$ cat src/common/ffe_pkg.sv
`default_nettype none

package ffe_pkg;

   localparam int ffe_width   = 4;
   localparam int ffe_length  = 6;
   localparam int code_bits   = 8;
   localparam int weight_bits = 10;
   localparam int result_bits = 10;
   localparam int shift_bits  = 4;
   // growth of the sum over ffe_length products.
   localparam int acc_bits    = code_bits + weight_bits + $clog2(ffe_length);

   typedef logic signed [code_bits-1:0]   code_t;
   typedef logic signed [weight_bits-1:0] weight_t;
   typedef logic signed [result_bits-1:0] result_t;
   typedef logic [shift_bits-1:0]         shift_t;
   typedef logic signed [acc_bits-1:0]    acc_t;
   typedef logic [15:0]                   wb_data_t;
   typedef logic [7:0]                    wb_addr_t;

   typedef struct packed {
      logic     cyc;
      logic     stb;
      logic     we;
      wb_addr_t adr;
      wb_data_t dat;
   } wb_req_t;

   typedef struct packed {
      logic     ack;
      wb_data_t dat;
   } wb_rsp_t;

endpackage

`default_nettype wire

$ cat src/ffe/ffe_result_scaler.sv
`timescale 1ns/1ps
`default_nettype none

module ffe_result_scaler #(
   parameter int width       = ffe_pkg::ffe_width,
   parameter int result_bits = ffe_pkg::result_bits,
   parameter int shift_bits  = ffe_pkg::shift_bits
) (
   input  logic                         clk,
   input  logic                         arst_n,
   input  ffe_pkg::acc_t    [width-1:0] sums,
   input  logic                         sums_valid,
   input  ffe_pkg::shift_t  [width-1:0] shifts,
   output ffe_pkg::result_t [width-1:0] results,
   output logic                         result_valid
);
   import ffe_pkg::*;

   localparam acc_t res_max = acc_t'(2 ** (result_bits - 1) - 1);
   localparam acc_t res_min = acc_t'(-(2 ** (result_bits - 1)));

   // the shifts that were in force when the current word was accepted.
   shift_t  [width-1:0] shifts_q;
   result_t [width-1:0] clamped;

   always_ff @(posedge clk or negedge arst_n) begin
      if (!arst_n) begin
         shifts_q <= '0;
      end else begin
         shifts_q <= shifts;
      end
   end

   always_comb begin : scale
      acc_t                  sum;
      acc_t                  shifted;
      logic [shift_bits-1:0] sh;
      for (int j = 0; j < width; j++) begin
         sum     = sums[j];
         sh      = shifts_q[j];
         shifted = sum >>> sh;
         if (shifted > res_max) begin
            clamped[j] = result_t'(res_max);
         end else if (shifted < res_min) begin
            clamped[j] = result_t'(res_min);
         end else begin
            clamped[j] = result_t'(shifted);
         end
      end
   end

   always_ff @(posedge clk or negedge arst_n) begin
      if (!arst_n) begin
         result_valid <= 1'b0;
      end else begin
         result_valid <= sums_valid;
      end
   end

   always_ff @(posedge clk) begin
      if (sums_valid) begin
         results <= clamped;
      end
   end

endmodule

`default_nettype wire

$ cat config.mk
export PLATFORM = sky130hd
export DESIGN_NAME = ffe_result_scaler
export DESIGN_NICKNAME = d
export VERILOG_FILES = /design/src/common/ffe_pkg.sv /design/src/ffe/ffe_result_scaler.sv
export SDC_FILE = /design/constraint.sdc
export NUM_CORES = 1
export LEC_CHECK = 0
export ABC_AREA = 1
export BUFFER_PORTS_ARGS = -buffer_cell sky130_fd_sc_hd__buf_2
export CORE_ASPECT_RATIO = 1.2
export CORE_UTILIZATION = 55
export DETAILED_ROUTE_END_ITERATION = 7
export PLACE_DENSITY = 0.82
export SYNTH_ARGS = -nofsm -noshare
export SYNTH_HDL_FRONTEND = slang
export SYNTH_SLANG_ARGS = --single-unit
$ cat constraint.sdc
create_clock -name clk -period 2.35 [get_ports clk]
set_input_delay 0.3525 -clock clk [delete_from_list [all_inputs] [get_ports clk]]
set_output_delay 0.3525 -clock clk [all_outputs]
set_load 0.01 [all_outputs]
==> summary by stage <==
CTS
TritonCTS built the clock tree. The maximum clock insertion buffer count is 2. The total number of H-tree levels is 3. Clock tree synthesis inserted a total of 9 buffers. The cell sitting at the root of the clock tree is a sky130_fd_sc_hd__clkbuf_16. The insertion delay to the later sink of the worst-skew pair is between 300 and 400 ps. The total number of clock tree sinks is 57.

The clock-pin slew on the worst setup and hold paths is 50 ps.

Timing
The fmax is around 480 MHz. The worst hold slack after final layout is 123 ps. The total count of hold-check failures in the final report is 0. At the pin with the least slew margin, the transition time is 604 ps.

Measured against its own limit, the worst slew margin works out to 59.7%. Setup violations remaining at the end of the flow were counted as 0. Setup repair after global routing left no endpoint under its margin. The final period demand of the worst path is 2080 ps. In the finished design, the share of the clock period the worst path needs comes to between 80% and 90%. The sum of negative setup slack is 0 ps.

Between clock sinks in the finished design, the worst skew comes to 3.25 ps. The number of max-slew violations in the final report came to 0.

Synthesis
The most used flip-flop cell after synthesis is sky130_fd_sc_hd__edfxtp_1. Yosys attributes the largest share of cell area to sky130_fd_sc_hd__nand2_1, sky130_fd_sc_hd__edfxtp_1, sky130_fd_sc_hd__nand3_1. Yosys instantiated no cell more often than sky130_fd_sc_hd__nand2_1.

Synthesis produced a netlist with a net count of approximately 1100. The count of different cell masters after synthesis is 41. The share of Yosys cell area claimed by the top area cell type is 31.1%. The total standard cell area after synthesis is 0.00586 mm2. The post-synthesis cell count is 990. Of all flip-flops after synthesis, the portion carrying an async set or reset was 29.8%. Counting flops with a built-in enable in the synthesized netlist gives 40. The commonest cells after synthesis are sky130_fd_sc_hd__nand2_1, sky130_fd_sc_hd__nand3_1, sky130_fd_sc_hd__o21ai_0, sky130_fd_sc_hd__edfxtp_1, sky130_fd_sc_hd__nor2_1. The synthesized design contains 57 register bits. Summing the sequential cell areas from Yosys gives roughly 28% of the chip area. The mean instance size in the synthesized netlist is 5.92 um2.

The synthesis warning total is 0. The cell type with the largest total area after synthesis is sky130_fd_sc_hd__nand2_1.

Final layout
The number of fillers in the final layout is 1001. Registers take 0.00163 mm2. Cells with a size suffix above 1 make up 19.9% of the layout. The end-of-flow core utilization is 67.4%. The antenna diode count is 0. The area of the multi-input gates is about 0.0037 mm2. The non-filler instance count after layout is approximately 1200.

The post-synthesis to final-layout area growth is 16.9%. After the last flow step, the layout net total stands at 1205.

Die
The height of the die is 115 um. For this design the top-level I/O count stands at 144. The area inside the core boundary is about 0.010 mm2. In this run the horizontal extent of the chip is 96.2 um. Once the floorplan was initialized, standard cells occupied 57.7% of the core. The floorplan step defined a die boundary enclosing 0.0111 mm2. The row count is 40.

Pwr
The sequential share of power is between 30% and 40%. Dividing total power by cell area gives a power density of ~530 mW/mm2. The share of power burned in the clock network is between 30% and 40%. The maximum VDD drop is 0.356 mV. Combinational logic is responsible for between 20% and 30% of the overall power.

The switching part of the total is 32.3%. The final total power is 3.66 mW. The internal power of the cells totals between 2 and 2.5 mW.

In this run the static leakage power is 3.58 nW. The total net switching power is 1.18 mW.

Routing
Dividing the detail-routed wire length by the instance count gives 11.9 um. Detailed routing inserted a total of 6681 vias. The first TritonRoute pass finished after 5 iterations. The iteration-0 DRC count of the detailed router is 330. The aggregate routed wire length is 14700 um.

The via density per instance is 5.42. The number of design rule violations left after detail routing is 0. The remaining antenna violation count is 0.

Run status
The run finished with clean final reports.

Placement
The sum of net half-perimeters after detailed placement is 11400 um. Once placement completed, the tool counted placed cells totaling 1216. At the end of routability-driven placement, the weighted congestion stood at 0.919. During placement, the flow inserted port buffers numbering between 100 and 150.

GRT
Global routing used 28.1% of the available tracks across all layers. The pin count of the biggest net entering global routing is 24. The aggregate global routing overflow is 0.

The number of antenna violations at the first check in global routing is 0. The first global-routing pass estimated between 20000 and 25000 um of wire. The via count of the first global-routing pass is 6030.

Worst setup path
STA classifies the critical path startpoint as a register. The arrival time at the worst endpoint is between 2000 and 2500 ps. For the worst setup path, the data required time is 2420 ps. The critical path is of the reg -> reg type. The maximum fanout count along the critical path is 21. The endpoint kind of the worst setup timing path is a register.

Setup slack on the worst reg-to-reg path comes out at 270 ps.

Hold path
The worst min-delay path category is in -> reg.

Job
Across the run, the number of max-cap violations was 0.
[cell type report]
| cell class | count | area share [%] |
|---|---|---|
| Clock inverter | 6 | 1.21 |
| Multi-Input combinational cell | 831 | 54.4 |
| Inverter | 43 | 2.43 |
| Tap cell | 126 | 2.30 |
| Timing Repair Buffer | 160 | 12.5 |
| Sequential cell | 57 | 23.8 |
| Clock buffer | 10 | 3.34 |
[registers in the layout, indices dropped and copies added (netlist names)]
name          count
results          40
scale.sh          4
result_valid      1
shifts_q         12
[power groups by stage]
stage	Clock (mW)	Sequential [mW]	Combinational [mW]
after detailed placement	0	1.22	1.06
after CTS	1.39	1.20	1.07
final	1.38	1.20	1.08
after floorplan	0	1.24	0.735
after global placement	0	1.22	1.05
after global routing	1.45	1.21	1.24
[stage by stage]
stage	cell area (um2)	setup slack [ps]
after global placement	6530	363
after global routing	6850	29.2
after CTS	6850	283
after floorplan	5860	619
after detailed placement	6530	309
final	6850	269
[path summary, 6_finish.rpt]
path                                        from                        end  cells after the start
min in group asynchronous                 arst_n      shifts_q[4]$_DFF_PN0_                      2
min reg2reg                shifts_q[3]$_DFF_PN0_   results[0]$_SDFFCE_PN1P_                      4
min                                   shifts[12]      scale.sh[0]$_DFF_PN0_                      1
max reg2reg                scale.sh[0]$_DFF_PN0_  results[37]$_SDFFCE_PN1P_                     11
max in group asynchronous                 arst_n      shifts_q[9]$_DFF_PN0_                      2
max                        scale.sh[0]$_DFF_PN0_  results[37]$_SDFFCE_PN1P_                     11
[timing repair]
action                                  in CTS  in global routing
hold buffers                                 1                  0
endpoints found under the setup margin       0                  0
endpoints found under the hold margin       17                  0
gates resized for setup                      0                  0
buffers inserted                             0                  0
[layer usage]
metal | vias to the layer above | track usage, % | wire (um) | share of wire, %
met4 | 0 | 11.9 | 368 | 2.5
met5 | - | 0 | 0 | 0
met3 | 35 | 6.28 | 832 | 5.7
met2 | 234 | 47.3 | 7140 | 49
li1 | 3482 | - | - | -
met1 | 2930 | 34.4 | 6350 | 43
[critical path: stages, from the launching register on]
cell                      delay [ps]
sky130_fd_sc_hd__dfrtp_1         490
sky130_fd_sc_hd__buf_4           250
sky130_fd_sc_hd__nand2_1          90
sky130_fd_sc_hd__nand3_1         100
sky130_fd_sc_hd__nand3_1         100
sky130_fd_sc_hd__nand2_1          90
sky130_fd_sc_hd__nand2_1          70
sky130_fd_sc_hd__nand2_1          70
sky130_fd_sc_hd__nor3_1          220
sky130_fd_sc_hd__nand2_1          90
sky130_fd_sc_hd__nand2_2         150
sky130_fd_sc_hd__nand2_1          90
[cells in the final DEF (no fill, tap or decap), drive strengths merged, types with 2 or more instances in the layout]
cell type	n
a211oi	2
a21oi	21
a311oi	2
a31oi	9
a41oi	2
buf	159
bufinv	2
clkbuf	10
clkinv	6
dfrtp	17
edfxtp	40
inv	41
mux2i	4
nand2	505
nand3	155
nand4	2
nor2	33
nor3	5
o211ai	8
o21ai	73
or2	2
[logic make-up (layout without fill, tap and decap cells)]
kind of cell / after synthesis / in the layout / share of synthesized area [%]
buffers and inverters: 102 / 219 / 8.63
AO/OA/AOI/OAI: 123 / 123 / 11.9
multiplexers: 4 / 4 / 0.683
flip-flops: 57 / 57 / 27.8
AND/OR/NAND/NOR: 704 / 704 / 51.1
No activity file was read; power rests on OpenSTA's default activity.
