[config.mk]
export PLATFORM = sky130hd
export DESIGN_NAME = ffe_coef_regs
export DESIGN_NICKNAME = d
export VERILOG_FILES = /design/src/common/ffe_pkg.sv /design/src/verilog/ffe_coef_regs.sv
export SDC_FILE = /design/constraint.sdc
export NUM_CORES = 1
export LEC_CHECK = 0
export BUFFER_PORTS_ARGS = -buffer_cell sky130_fd_sc_hd__buf_4
export CAP_MARGIN = 20
export CORE_MARGIN = 5
export CORE_UTILIZATION = 45
export DETAILED_ROUTE_END_ITERATION = 10
export PLACE_DENSITY = 0.68
export SKIP_LAST_GASP = 1
export SYNTH_ARGS = -nofsm -noshare
export SYNTH_HDL_FRONTEND = slang
export SYNTH_SLANG_ARGS = --single-unit
export TNS_END_PERCENT = 100
[constraint.sdc]
create_clock -name clk -period 4.9 [get_ports clk]
set_input_delay 0.98 -clock clk [delete_from_list [all_inputs] [get_ports clk]]
set_output_delay 0.98 -clock clk [all_outputs]
set_load 0.005 [all_outputs]
[src/common/ffe_pkg.sv]
`default_nettype none

package ffe_pkg;

   localparam int ffe_width   = 4;
   localparam int ffe_length  = 6;
   localparam int code_bits   = 8;
   localparam int weight_bits = 10;
   localparam int result_bits = 10;
   localparam int shift_bits  = 4;
   // growth of the sum over ffe_length products.
   localparam int acc_bits    = code_bits + weight_bits + $clog2(ffe_length);

   typedef logic signed [code_bits-1:0]   code_t;
   typedef logic signed [weight_bits-1:0] weight_t;
   typedef logic signed [result_bits-1:0] result_t;
   typedef logic [shift_bits-1:0]         shift_t;
   typedef logic signed [acc_bits-1:0]    acc_t;
   typedef logic [15:0]                   wb_data_t;
   typedef logic [7:0]                    wb_addr_t;

   typedef struct packed {
      logic     cyc;
      logic     stb;
      logic     we;
      wb_addr_t adr;
      wb_data_t dat;
   } wb_req_t;

   typedef struct packed {
      logic     ack;
      wb_data_t dat;
   } wb_rsp_t;

endpackage

`default_nettype wire

[src/verilog/ffe_coef_regs.sv]
`timescale 1ns/1ps
`default_nettype none

module ffe_coef_regs #(
   parameter int length      = ffe_pkg::ffe_length,
   parameter int width       = ffe_pkg::ffe_width,
   parameter int weight_bits = ffe_pkg::weight_bits,
   parameter int shift_bits  = ffe_pkg::shift_bits
) (
   input  logic                          clk,
   input  logic                          arst_n,
   input  ffe_pkg::wb_req_t              wb_req,
   output ffe_pkg::wb_rsp_t              wb_rsp,
   output ffe_pkg::weight_t [length-1:0] weights,
   output ffe_pkg::shift_t  [width-1:0]  shifts
);
   import ffe_pkg::*;

   localparam int data_bits = $bits(wb_data_t);

   logic     req_active;
   logic     access;
   logic     wr_en;
   logic     ack_q;
   wb_data_t rd_data;
   wb_data_t rd_q;

   assign req_active = wb_req.cyc & wb_req.stb;
   // a new access is a request seen while ack is low.
   assign access     = req_active & ~ack_q;
   assign wr_en      = access & wb_req.we;

   // weights read back sign-extended, shifts zero-extended.
   always_comb begin
      rd_data = '0;
      for (int k = 0; k < length; k++) begin
         if (wb_req.adr == wb_addr_t'(k)) begin
            rd_data = {{(data_bits - weight_bits){weights[k][weight_bits-1]}}, weights[k]};
         end
      end
      for (int i = 0; i < width; i++) begin
         if (wb_req.adr == wb_addr_t'(length + i)) begin
            rd_data = {{(data_bits - shift_bits){1'b0}}, shifts[i]};
         end
      end
   end

   always_ff @(posedge clk or negedge arst_n) begin
      if (!arst_n) begin
         ack_q <= 1'b0;
      end else begin
         ack_q <= access;
      end
   end

   // the write lands on the same edge that raises ack.
   always_ff @(posedge clk or negedge arst_n) begin
      if (!arst_n) begin
         weights <= '0;
         shifts  <= '0;
      end else if (wr_en) begin
         for (int k = 0; k < length; k++) begin
            if (wb_req.adr == wb_addr_t'(k)) begin
               weights[k] <= wb_req.dat[weight_bits-1:0];
            end
         end
         for (int i = 0; i < width; i++) begin
            if (wb_req.adr == wb_addr_t'(length + i)) begin
               shifts[i] <= wb_req.dat[shift_bits-1:0];
            end
         end
      end
   end

   always_ff @(posedge clk) begin
      if (access) begin
         rd_q <= rd_data;
      end
   end

   assign wb_rsp.ack = ack_q;
   assign wb_rsp.dat = rd_q;

endmodule

`default_nettype wire

==> results.cfg, run 1 <==
[clocking]
clk_root_buffer_cell = clkbuf_8
clock-sinks = 87
clock_path_buffers = 2
clkTransAtPathRegs_ns = 0.10
tritoncts = built
hold_buffer_count_at_cts = 0
clock_insertion_delay_worst_skew_ns = 0.35
h_tree_level_count = 3
numCtsBuffers = 9
postCtsSetupBuffers = 0
cts-resized-gates = 0

[global_route]
first_pass_grt_wire_length_mm = 16.7
grtUsageTotal_pct = 19.3
vias_in_the_first_global_route = 2974
grt-ovfl-total = 0
antenna_violations_before_repair = 0
grt_max_degree = 78

[setup_path]
worstReg2RegEnd = weights[15]
criticalPathCategory = input port to register
launching_point_of_the_worst_reg2reg_path = ack_q
critPathArrivalTime_ns = 3.44
end_kind = register
setup.worst_path.start_class = input port
reg2regPathDepth = 4
ff2ff_setup_slack_ns = 2.80
critical_path_peak_fanout = 10
cp_data_required_time_ns = 5.13

[sta]
slew_violations = 0
hold_ws_ns = 0.423
worst_pin_slew_ns = 0.770
setup-tns-final_ns = 0
timing.clock.skew_ns = 0.0125
max_freq_ghz = 0.312
timing.final.setup_violations = 0
max_slew_margin_pct = 48.2
fin_ws_ns = 1.70
finalWorstPathRequiredPeriod_ns = 3.20
final_hold_viol_count = 0
post-route-period-util_pct = 65.3
rsz_0062_raised_after_global_routing = no

[logic_synthesis]
synth-seq-cells = 87
count_of_flip_flops_with_a_built_in_enable_after_synthesis = 10
synth.cell_area_sq_um = 4060
mappedNetlistNets = 312
synth_top_family_by_area = multiplexers
post_synthesis_cell_count = 283
post_synth_fa_ha_maj_area_fraction_pct = 0
synth_area_in_compound_gates_pct = 4.53
simple_gate_share_of_the_synthesized_area_pct = 5.98
post_synth_mux_area_share_pct = 30.8
post_synth.cell_area_avg_sq_um = 14.3
synth_cell_type_count = 43
ys_warn_count = 0
postSynth.asyncResetShare_pct = 88.5
ys_seq_area_share_pct = 54.9
synth_xor_xnor_area_share_pct = 0
synth-main-ff-cell = dfrtp_1

[die]
initial_utilization_pct = 46.3
num_rows = 34
io_pins = 122
design.die.area_sq_um = 11000
core_area_sq_um = 8760
die_width_microns = 105
y_dimension_of_the_die_microns = 105

[routing]
post_drt_via_cell_ratio = 5.51
detail_route.drc_violations = 0
dr_total_vias = 2751
per_cell_routed_wire_length_microns = 20.8
ant_nets = 0
drt_first_pass_iters = 4
route.final.wire_length_mm = 10.4
detail_route.iter0.violations = 108

[placed_design]
dp.final_hpwl_mm = 7.08
portBuffers = 115
place_ws_ns = 1.32
rd_place_congestion = 0.730

[status]
status = completed

[final_layout]
antennaDiodeCount = 0
flow.area_growth_from_synthesis_pct = 27.1
final_common_cell = buf_4
most-common-layout-cells = buf_4 (116), dfrtp_1 (77), mux2_2 (68)
finalNetCount = 415
layout.core_utilization_pct = 58.9
proportion_of_layout_cells_with_a_drive_suffix_above_1_pct = 58.1

[worst_hold_path]
worstHoldPathType = input port to async pin

[pwr]
power_density_nw_per_um2 = 265
ir_drop_uv = 153
cellLeakagePower_nw = 2.63

[flow_run]
max_cap_violations = 0
## Yosys cell counts (all sizes together) (4+ instances only)
cell | count | area, sq um
nand2 | 8 | 30.0
clkbuf | 8 | 30.0
mux2 | 78 | 916
buf | 17 | 106
mux4 | 9 | 203
dfrtp | 77 | 1930
nor2 | 6 | 25.0
inv | 5 | 18.8
o22ai | 4 | 25.0
o21ai | 10 | 50.1
edfxtp | 10 | 300
mux2i | 13 | 130
nor3 | 5 | 58.8
## kinds of logic after synthesis
group | count (synthesis)
multiplexers | 100
AO/OA/AOI/OAI | 28
flip-flops | 87
buffers and inverters | 30
AND/OR/NAND/NOR | 38
## worst max path at each step
stage                   to  slack (ns)  cells after the start       start
2_1_floorplan   weights[0]        1.89                      7  wb_req[21]
3_3_place_gp   weights[56]        1.39                      5  wb_req[21]
3_5_place_dp   weights[50]        1.32                      5  wb_req[21]
4_1_cts        weights[50]        1.69                      5  wb_req[21]
5_1_grt        weights[55]        1.52                      5  wb_req[21]
6_report       weights[50]        1.70                      5  wb_req[21]
## critical path, stage by stage
cell	delay, ns
buf_4	0.11
nor4_1	0.68
nand3_1	0.53
nor2_2	0.71
mux2_2	0.41
## stage by stage
step	std cells	power, mW	instance area [sq um]
after global placement	482	0.859	4930
after floorplan	283	0.804	4060
final	499	1.37	5160
after global routing	499	1.43	5160
after detailed placement	482	0.862	4930
after CTS	498	1.38	5130
## power breakdown
group	switching [mW]	total (mW)	internal, mW
Clock	0.273	0.519	0.245
Combinational	0.0546	0.101	0.0466
Sequential	0.00793	0.747	0.739
Total	0.336	1.37	1.03
## registers in the layout, indices dropped and copies added (netlist names)
register and count:
shifts 16, weights 60, ack_q 1, rd_q 10
## metal layers
layer	wire [microns]	part of all wire, %	GRT usage, %
met5	0	0	0
met4	174	1.7	6.76
met3	594	5.7	3.82
met2	5140	49	31.8
met1	4480	43	25.4
## area by class of cell
| cell class | count | area [sq um] |
|---|---|---|
| Fill cell | 736 | 3610 |
| Sequential cell | 87 | 2230 |
| Multi-Input combinational cell | 166 | 1680 |
| Timing Repair Buffer | 117 | 898 |
| Tap cell | 108 | 135 |
| Clock buffer | 10 | 128 |
| Clock inverter | 6 | 75.1 |
| Inverter | 5 | 18.8 |
(Power assumes the default switching activity.)
==> run 2: changes to the inputs <==
==> constraint.sdc (replaced) <==
create_clock -name clk -period 3.1 [get_ports clk]
set_input_delay 0.62 -clock clk [delete_from_list [all_inputs] [get_ports clk]]
set_output_delay 0.62 -clock clk [all_outputs]
set_load 0.005 [all_outputs]
==> results.cfg, run 2 (synthesis gave the netlist of run 1 again) <==
[status]
status = completed

[routing]
dr_total_vias = 2764
per_cell_routed_wire_length_microns = 20.4
route.final.wire_length_mm = 10.4
ant_nets = 0
detail_route.iter0.violations = 100
detail_route.drc_violations = 0
post_drt_via_cell_ratio = 5.44
drt_first_pass_iters = 4

[setup_path]
launching_point_of_the_worst_reg2reg_path = ack_q
critPathArrivalTime_ns = 2.67
end_kind = register
cp_data_required_time_ns = 3.34
worstReg2RegEnd = weights[56]
setup.worst_path.start_class = input port
criticalPathCategory = input port to register
reg2regPathDepth = 5
critical_path_peak_fanout = 10
ff2ff_setup_slack_ns = 1.10

[global_route]
globalRouteMet2Util_pct = 30.4
globalRouteMet1Util_pct = 26.6
antenna_violations_before_repair = 0
grt_max_degree = 78
met3_usage_pct = 3.58
first_pass_grt_wire_length_mm = 16.8
grtUsageTotal_pct = 19.3
grt-ovfl-total = 0
vias_in_the_first_global_route = 3032
grt_busiest_layer = met2

[sta]
setup-tns-final_ns = 0
worst_pin_slew_ns = 0.635
slew_violations = 0
timing.clock.skew_ns = 0.0129
max_freq_ghz = 0.410
finalWorstPathRequiredPeriod_ns = 2.44
max_slew_margin_pct = 57.7
final_hold_viol_count = 0
timing.final.setup_violations = 0
post-route-period-util_pct = 78.6
rsz_0062_raised_after_global_routing = no

[final_layout]
flow.area_growth_from_synthesis_pct = 29.5
proportion_of_layout_cells_with_a_drive_suffix_above_1_pct = 59.0
final_common_cell = buf_4
finalNetCount = 424
flip_flop_count_of_the_largest_register_after_layout = 60
most-common-layout-cells = buf_4 (124), dfrtp_1 (77), mux2_2 (68)
antennaDiodeCount = 0
most_flops_register = weights
finalInstanceArea_sq_um = 5260
layout_top_registers = weights (60), shifts (16), rd_q (10)

[placed_design]
rd_place_congestion = 0.757
dp.final_hpwl_mm = 7.22
postPlaceCellArea_sq_um = 5010
portBuffers = 115

[die]
io_pins = 122
core_area_sq_um = 8760
y_dimension_of_the_die_microns = 105
num_rows = 34
design.die.area_sq_um = 11000
die_width_microns = 105
initial_utilization_pct = 46.3

[clocking]
clk_root_buffer_cell = clkbuf_8
clkTransAtPathRegs_ns = 0.10
clock_path_buffers = 2
h_tree_level_count = 3
cts-resized-gates = 0
clock-sinks = 87
tritoncts = built
numCtsBuffers = 9
postCtsSetupBuffers = 0
hold_buffer_count_at_cts = 0
clock_insertion_delay_worst_skew_ns = 0.36

[pwr]
power_density_nw_per_um2 = 423
cellLeakagePower_nw = 2.68
ir_drop_uv = 249

[flow_run]
max_cap_violations = 0

[worst_hold_path]
worstHoldPathType = input port to async pin
==> run 2: per-stage QoR <==
step | power, mW | hold slack [ns] | utilization (%) | cells | setup WS [ns]
after floorplan | 1.27 | 0.324 | - | 283 | 0.450
after global placement | 1.36 | 0.516 | 57.1 | 491 | 0.321
after detailed placement | 1.36 | 0.521 | 57.1 | 491 | 0.296
after CTS | 2.24 | 0.450 | 59.7 | 507 | 0.677
after global routing | 2.31 | 0.187 | 60.0 | 508 | 0.653
final | 2.22 | 0.176 | 60.0 | 508 | 0.663
==> run 2: layout make-up <==
type / count / area, sq um
Multi-Input combinational cell: 166 / 1680
Sequential cell: 87 / 2230
Tap cell: 108 / 135
Clock buffer: 9 / 124
Fill cell: 710 / 3510
Inverter: 5 / 18.8
Timing Repair Buffer: 126 / 978
Clock inverter: 7 / 96.3
==> run 2: worst max path at each step <==
stage	from	end	slack, ns	cells past startpoint
floorplan	wb_req[21]	weights[0]	0.45	7
global placement	wb_req[21]	weights[6]	0.32	5
detailed placement	wb_req[21]	weights[1]	0.30	5
CTS	wb_req[21]	weights[3]	0.68	5
global route	wb_req[21]	weights[6]	0.65	5
finish	wb_req[21]	weights[3]	0.66	5
==> run 2: metal layers <==
layer | part of all wire [%] | wire (microns) | up-vias
met3 | 5.7 | 589 | 16
met4 | 1.8 | 182 | 0
met5 | 0 | 0 | -
met1 | 43 | 4510 | 1401
li1 | - | - | 1255
met2 | 49 | 5090 | 92
==> run 2: report_power, final <==
group / switching (mW) / internal, mW / leakage [nW] / total, mW
Combinational: 0.0852 / 0.0752 / 1.41 / 0.160
Clock: 0.428 / 0.456 / 0.103 / 0.883
Sequential: 0.0125 / 1.17 / 1.17 / 1.18
==> run 2: worst max-delay path, stage by stage <==
cell and delay (ns):
buf_4 0.11, or4_1 0.57, or3_1 0.48, or3_4 0.55
mux2_4 0.33
==> run 3: changes to the inputs <==
==> constraint.sdc (replaced) <==
create_clock -name clk -period 2.3 [get_ports clk]
set_input_delay 0.46 -clock clk [delete_from_list [all_inputs] [get_ports clk]]
set_output_delay 0.46 -clock clk [all_outputs]
set_load 0.005 [all_outputs]
==> results.cfg, run 3 (synthesis gave the netlist of run 1 again) <==
[status]
status = completed

[pwr]
seq_power_share_pct = 56.4
clockPowerShare_pct = 35.7
power_density_nw_per_um2 = 525
power_switching_share_pct = 24.3
p_int_mw = 2.14
cellLeakagePower_nw = 2.74
ir_drop_uv = 306
switching_power_uw = 686
comb_power_share_pct = 7.9

[setup_path]
cp_data_required_time_ns = 2.53
worst_setup_path_startpoint = wb_req[21]
launching_point_of_the_worst_reg2reg_path = ack_q
criticalPathCategory = input port to register
setup.worst_path.start_class = input port
end_kind = register
critical_path_peak_fanout = 10
critPathArrivalTime_ns = 2.46

[clocking]
clock-sinks = 87
clkTransAtPathRegs_ns = 0.09
clk_root_buffer_cell = clkbuf_8
clock_path_buffers = 2
cts-resized-gates = 0
hold_buffer_count_at_cts = 0
postCtsSetupBuffers = 0
numCtsBuffers = 9
tritoncts = built
clock_insertion_delay_worst_skew_ns = 0.35
h_tree_level_count = 3

[final_layout]
most-common-layout-cells = buf_4 (132), dfrtp_1 (77), mux2_2 (48)
finalNetCount = 434
finalInstanceArea_sq_um = 5380
antennaDiodeCount = 0
final_common_cell = buf_4
flip_flop_count_of_the_largest_register_after_layout = 60
proportion_of_layout_cells_with_a_drive_suffix_above_1_pct = 59.9
layout_top_registers = weights (60), shifts (16), rd_q (10)
n_fill_cell = 707
most_flops_register = weights
layoutNonFillerInstCount = 517
flow.area_growth_from_synthesis_pct = 32.7

[global_route]
grt-ovfl-total = 0
grtUsageTotal_pct = 19.4
antenna_violations_before_repair = 0
first_pass_grt_wire_length_mm = 16.8
vias_in_the_first_global_route = 2988
grt_max_degree = 42

[sta]
final_hold_viol_count = 0
fin_ws_ns = 0.0670
timing.final.setup_violations = 0
post-route-period-util_pct = 97.1
slew_violations = 0
finalWorstPathRequiredPeriod_ns = 2.23
rsz_0062_raised_after_global_routing = no
worst_pin_slew_ns = 0.636
max_freq_ghz = 0.448
max_slew_margin_pct = 57.6
timing.clock.skew_ns = 0.0170

[routing]
detail_route.drc_violations = 0
post_drt_via_cell_ratio = 5.41
dr_total_vias = 2795
per_cell_routed_wire_length_microns = 20.1
ant_nets = 0
detail_route.iter0.violations = 114
drt_first_pass_iters = 6
route.final.wire_length_mm = 10.4

[placed_design]
portBuffers = 115
place_ws_ns = -0.314
dp.final_hpwl_mm = 7.66
rd_place_congestion = 0.798
postPlaceCellArea_sq_um = 5200
dpl.cell_count = 502

[worst_hold_path]
worstHoldPathType = input port to async pin

[die]
initial_utilization_pct = 46.3
num_rows = 34
die_width_microns = 105
design.die.area_sq_um = 11000
core_area_sq_um = 8760
y_dimension_of_the_die_microns = 105
io_pins = 122

[flow_run]
max_cap_violations = 0
## run 3: cell types whose count changed in the layout (fill, tap and decap cells not counted), moves of 2 or more
| cell | before | now |
|---|---|---|
| mux2_4 | 10 | 30 |
| mux2_2 | 68 | 48 |
| bufinv_16 | 2 | 0 |
| buf_4 | 124 | 132 |
| buf_12 | 1 | 4 |
## run 3: worst paths after layout
kind                               endpoint  slack, ns  cells past startpoint
worst max-delay path             weights[2]       0.07                      5
worst min-delay path            weights[36]       0.09                      1
worst max register to register  weights[12]       0.44                      5
worst min register to register    shifts[1]       0.54                      1
max in group asynchronous       weights[39]       1.61                      2
min in group clk                weights[28]       0.38                      2
## run 3: routing by layer
layer	global-route usage, %	vias up	share of wire [%]
met5	0	-	0
met4	5.94	0	1.0
met3	3.27	6	5.7
met2	31.2	89	49
met1	27.0	1427	44
li1	-	1273	-
## run 3: critical path, stage by stage
cell and delay, ns:
buf_4 0.11, or4_1 0.57, or3_1 0.46, or3_4 0.54, mux2_4 0.33
## run 3: layout make-up
type	instances	area, sq um	area share [%]
Clock inverter	4	28.8	0.535
Tap cell	108	135	2.51
Clock buffer	11	153	2.84
Multi-Input combinational cell	166	1750	32.5
Timing Repair Buffer	136	1070	19.9
Sequential cell	87	2230	41.4
Inverter	5	18.8	0.349
## run 3: through the flow
step                TNS, ns  hold WS [ns]  util [%]  total power [mW]
global route              0         0.119      61.4              2.92
global placement      -7.85         0.476      59.4              1.85
CTS                       0        0.0942      61.4              2.84
floorplan             -6.46         0.164         -              1.72
finish                    0        0.0852      61.4              2.82
detailed placement    -8.87         0.480      59.4              1.85
## run 3: power by group through the flow
stage / combinational, mW / sequential [mW] / clock (mW)
3_5_place_dp: 0.229 / 1.62 / 0
3_3_place_gp: 0.226 / 1.62 / 0
2_1_floorplan: 0.0947 / 1.62 / 0
4_1_cts: 0.229 / 1.59 / 1.02
5_1_grt: 0.247 / 1.60 / 1.08
6_report: 0.224 / 1.59 / 1.01
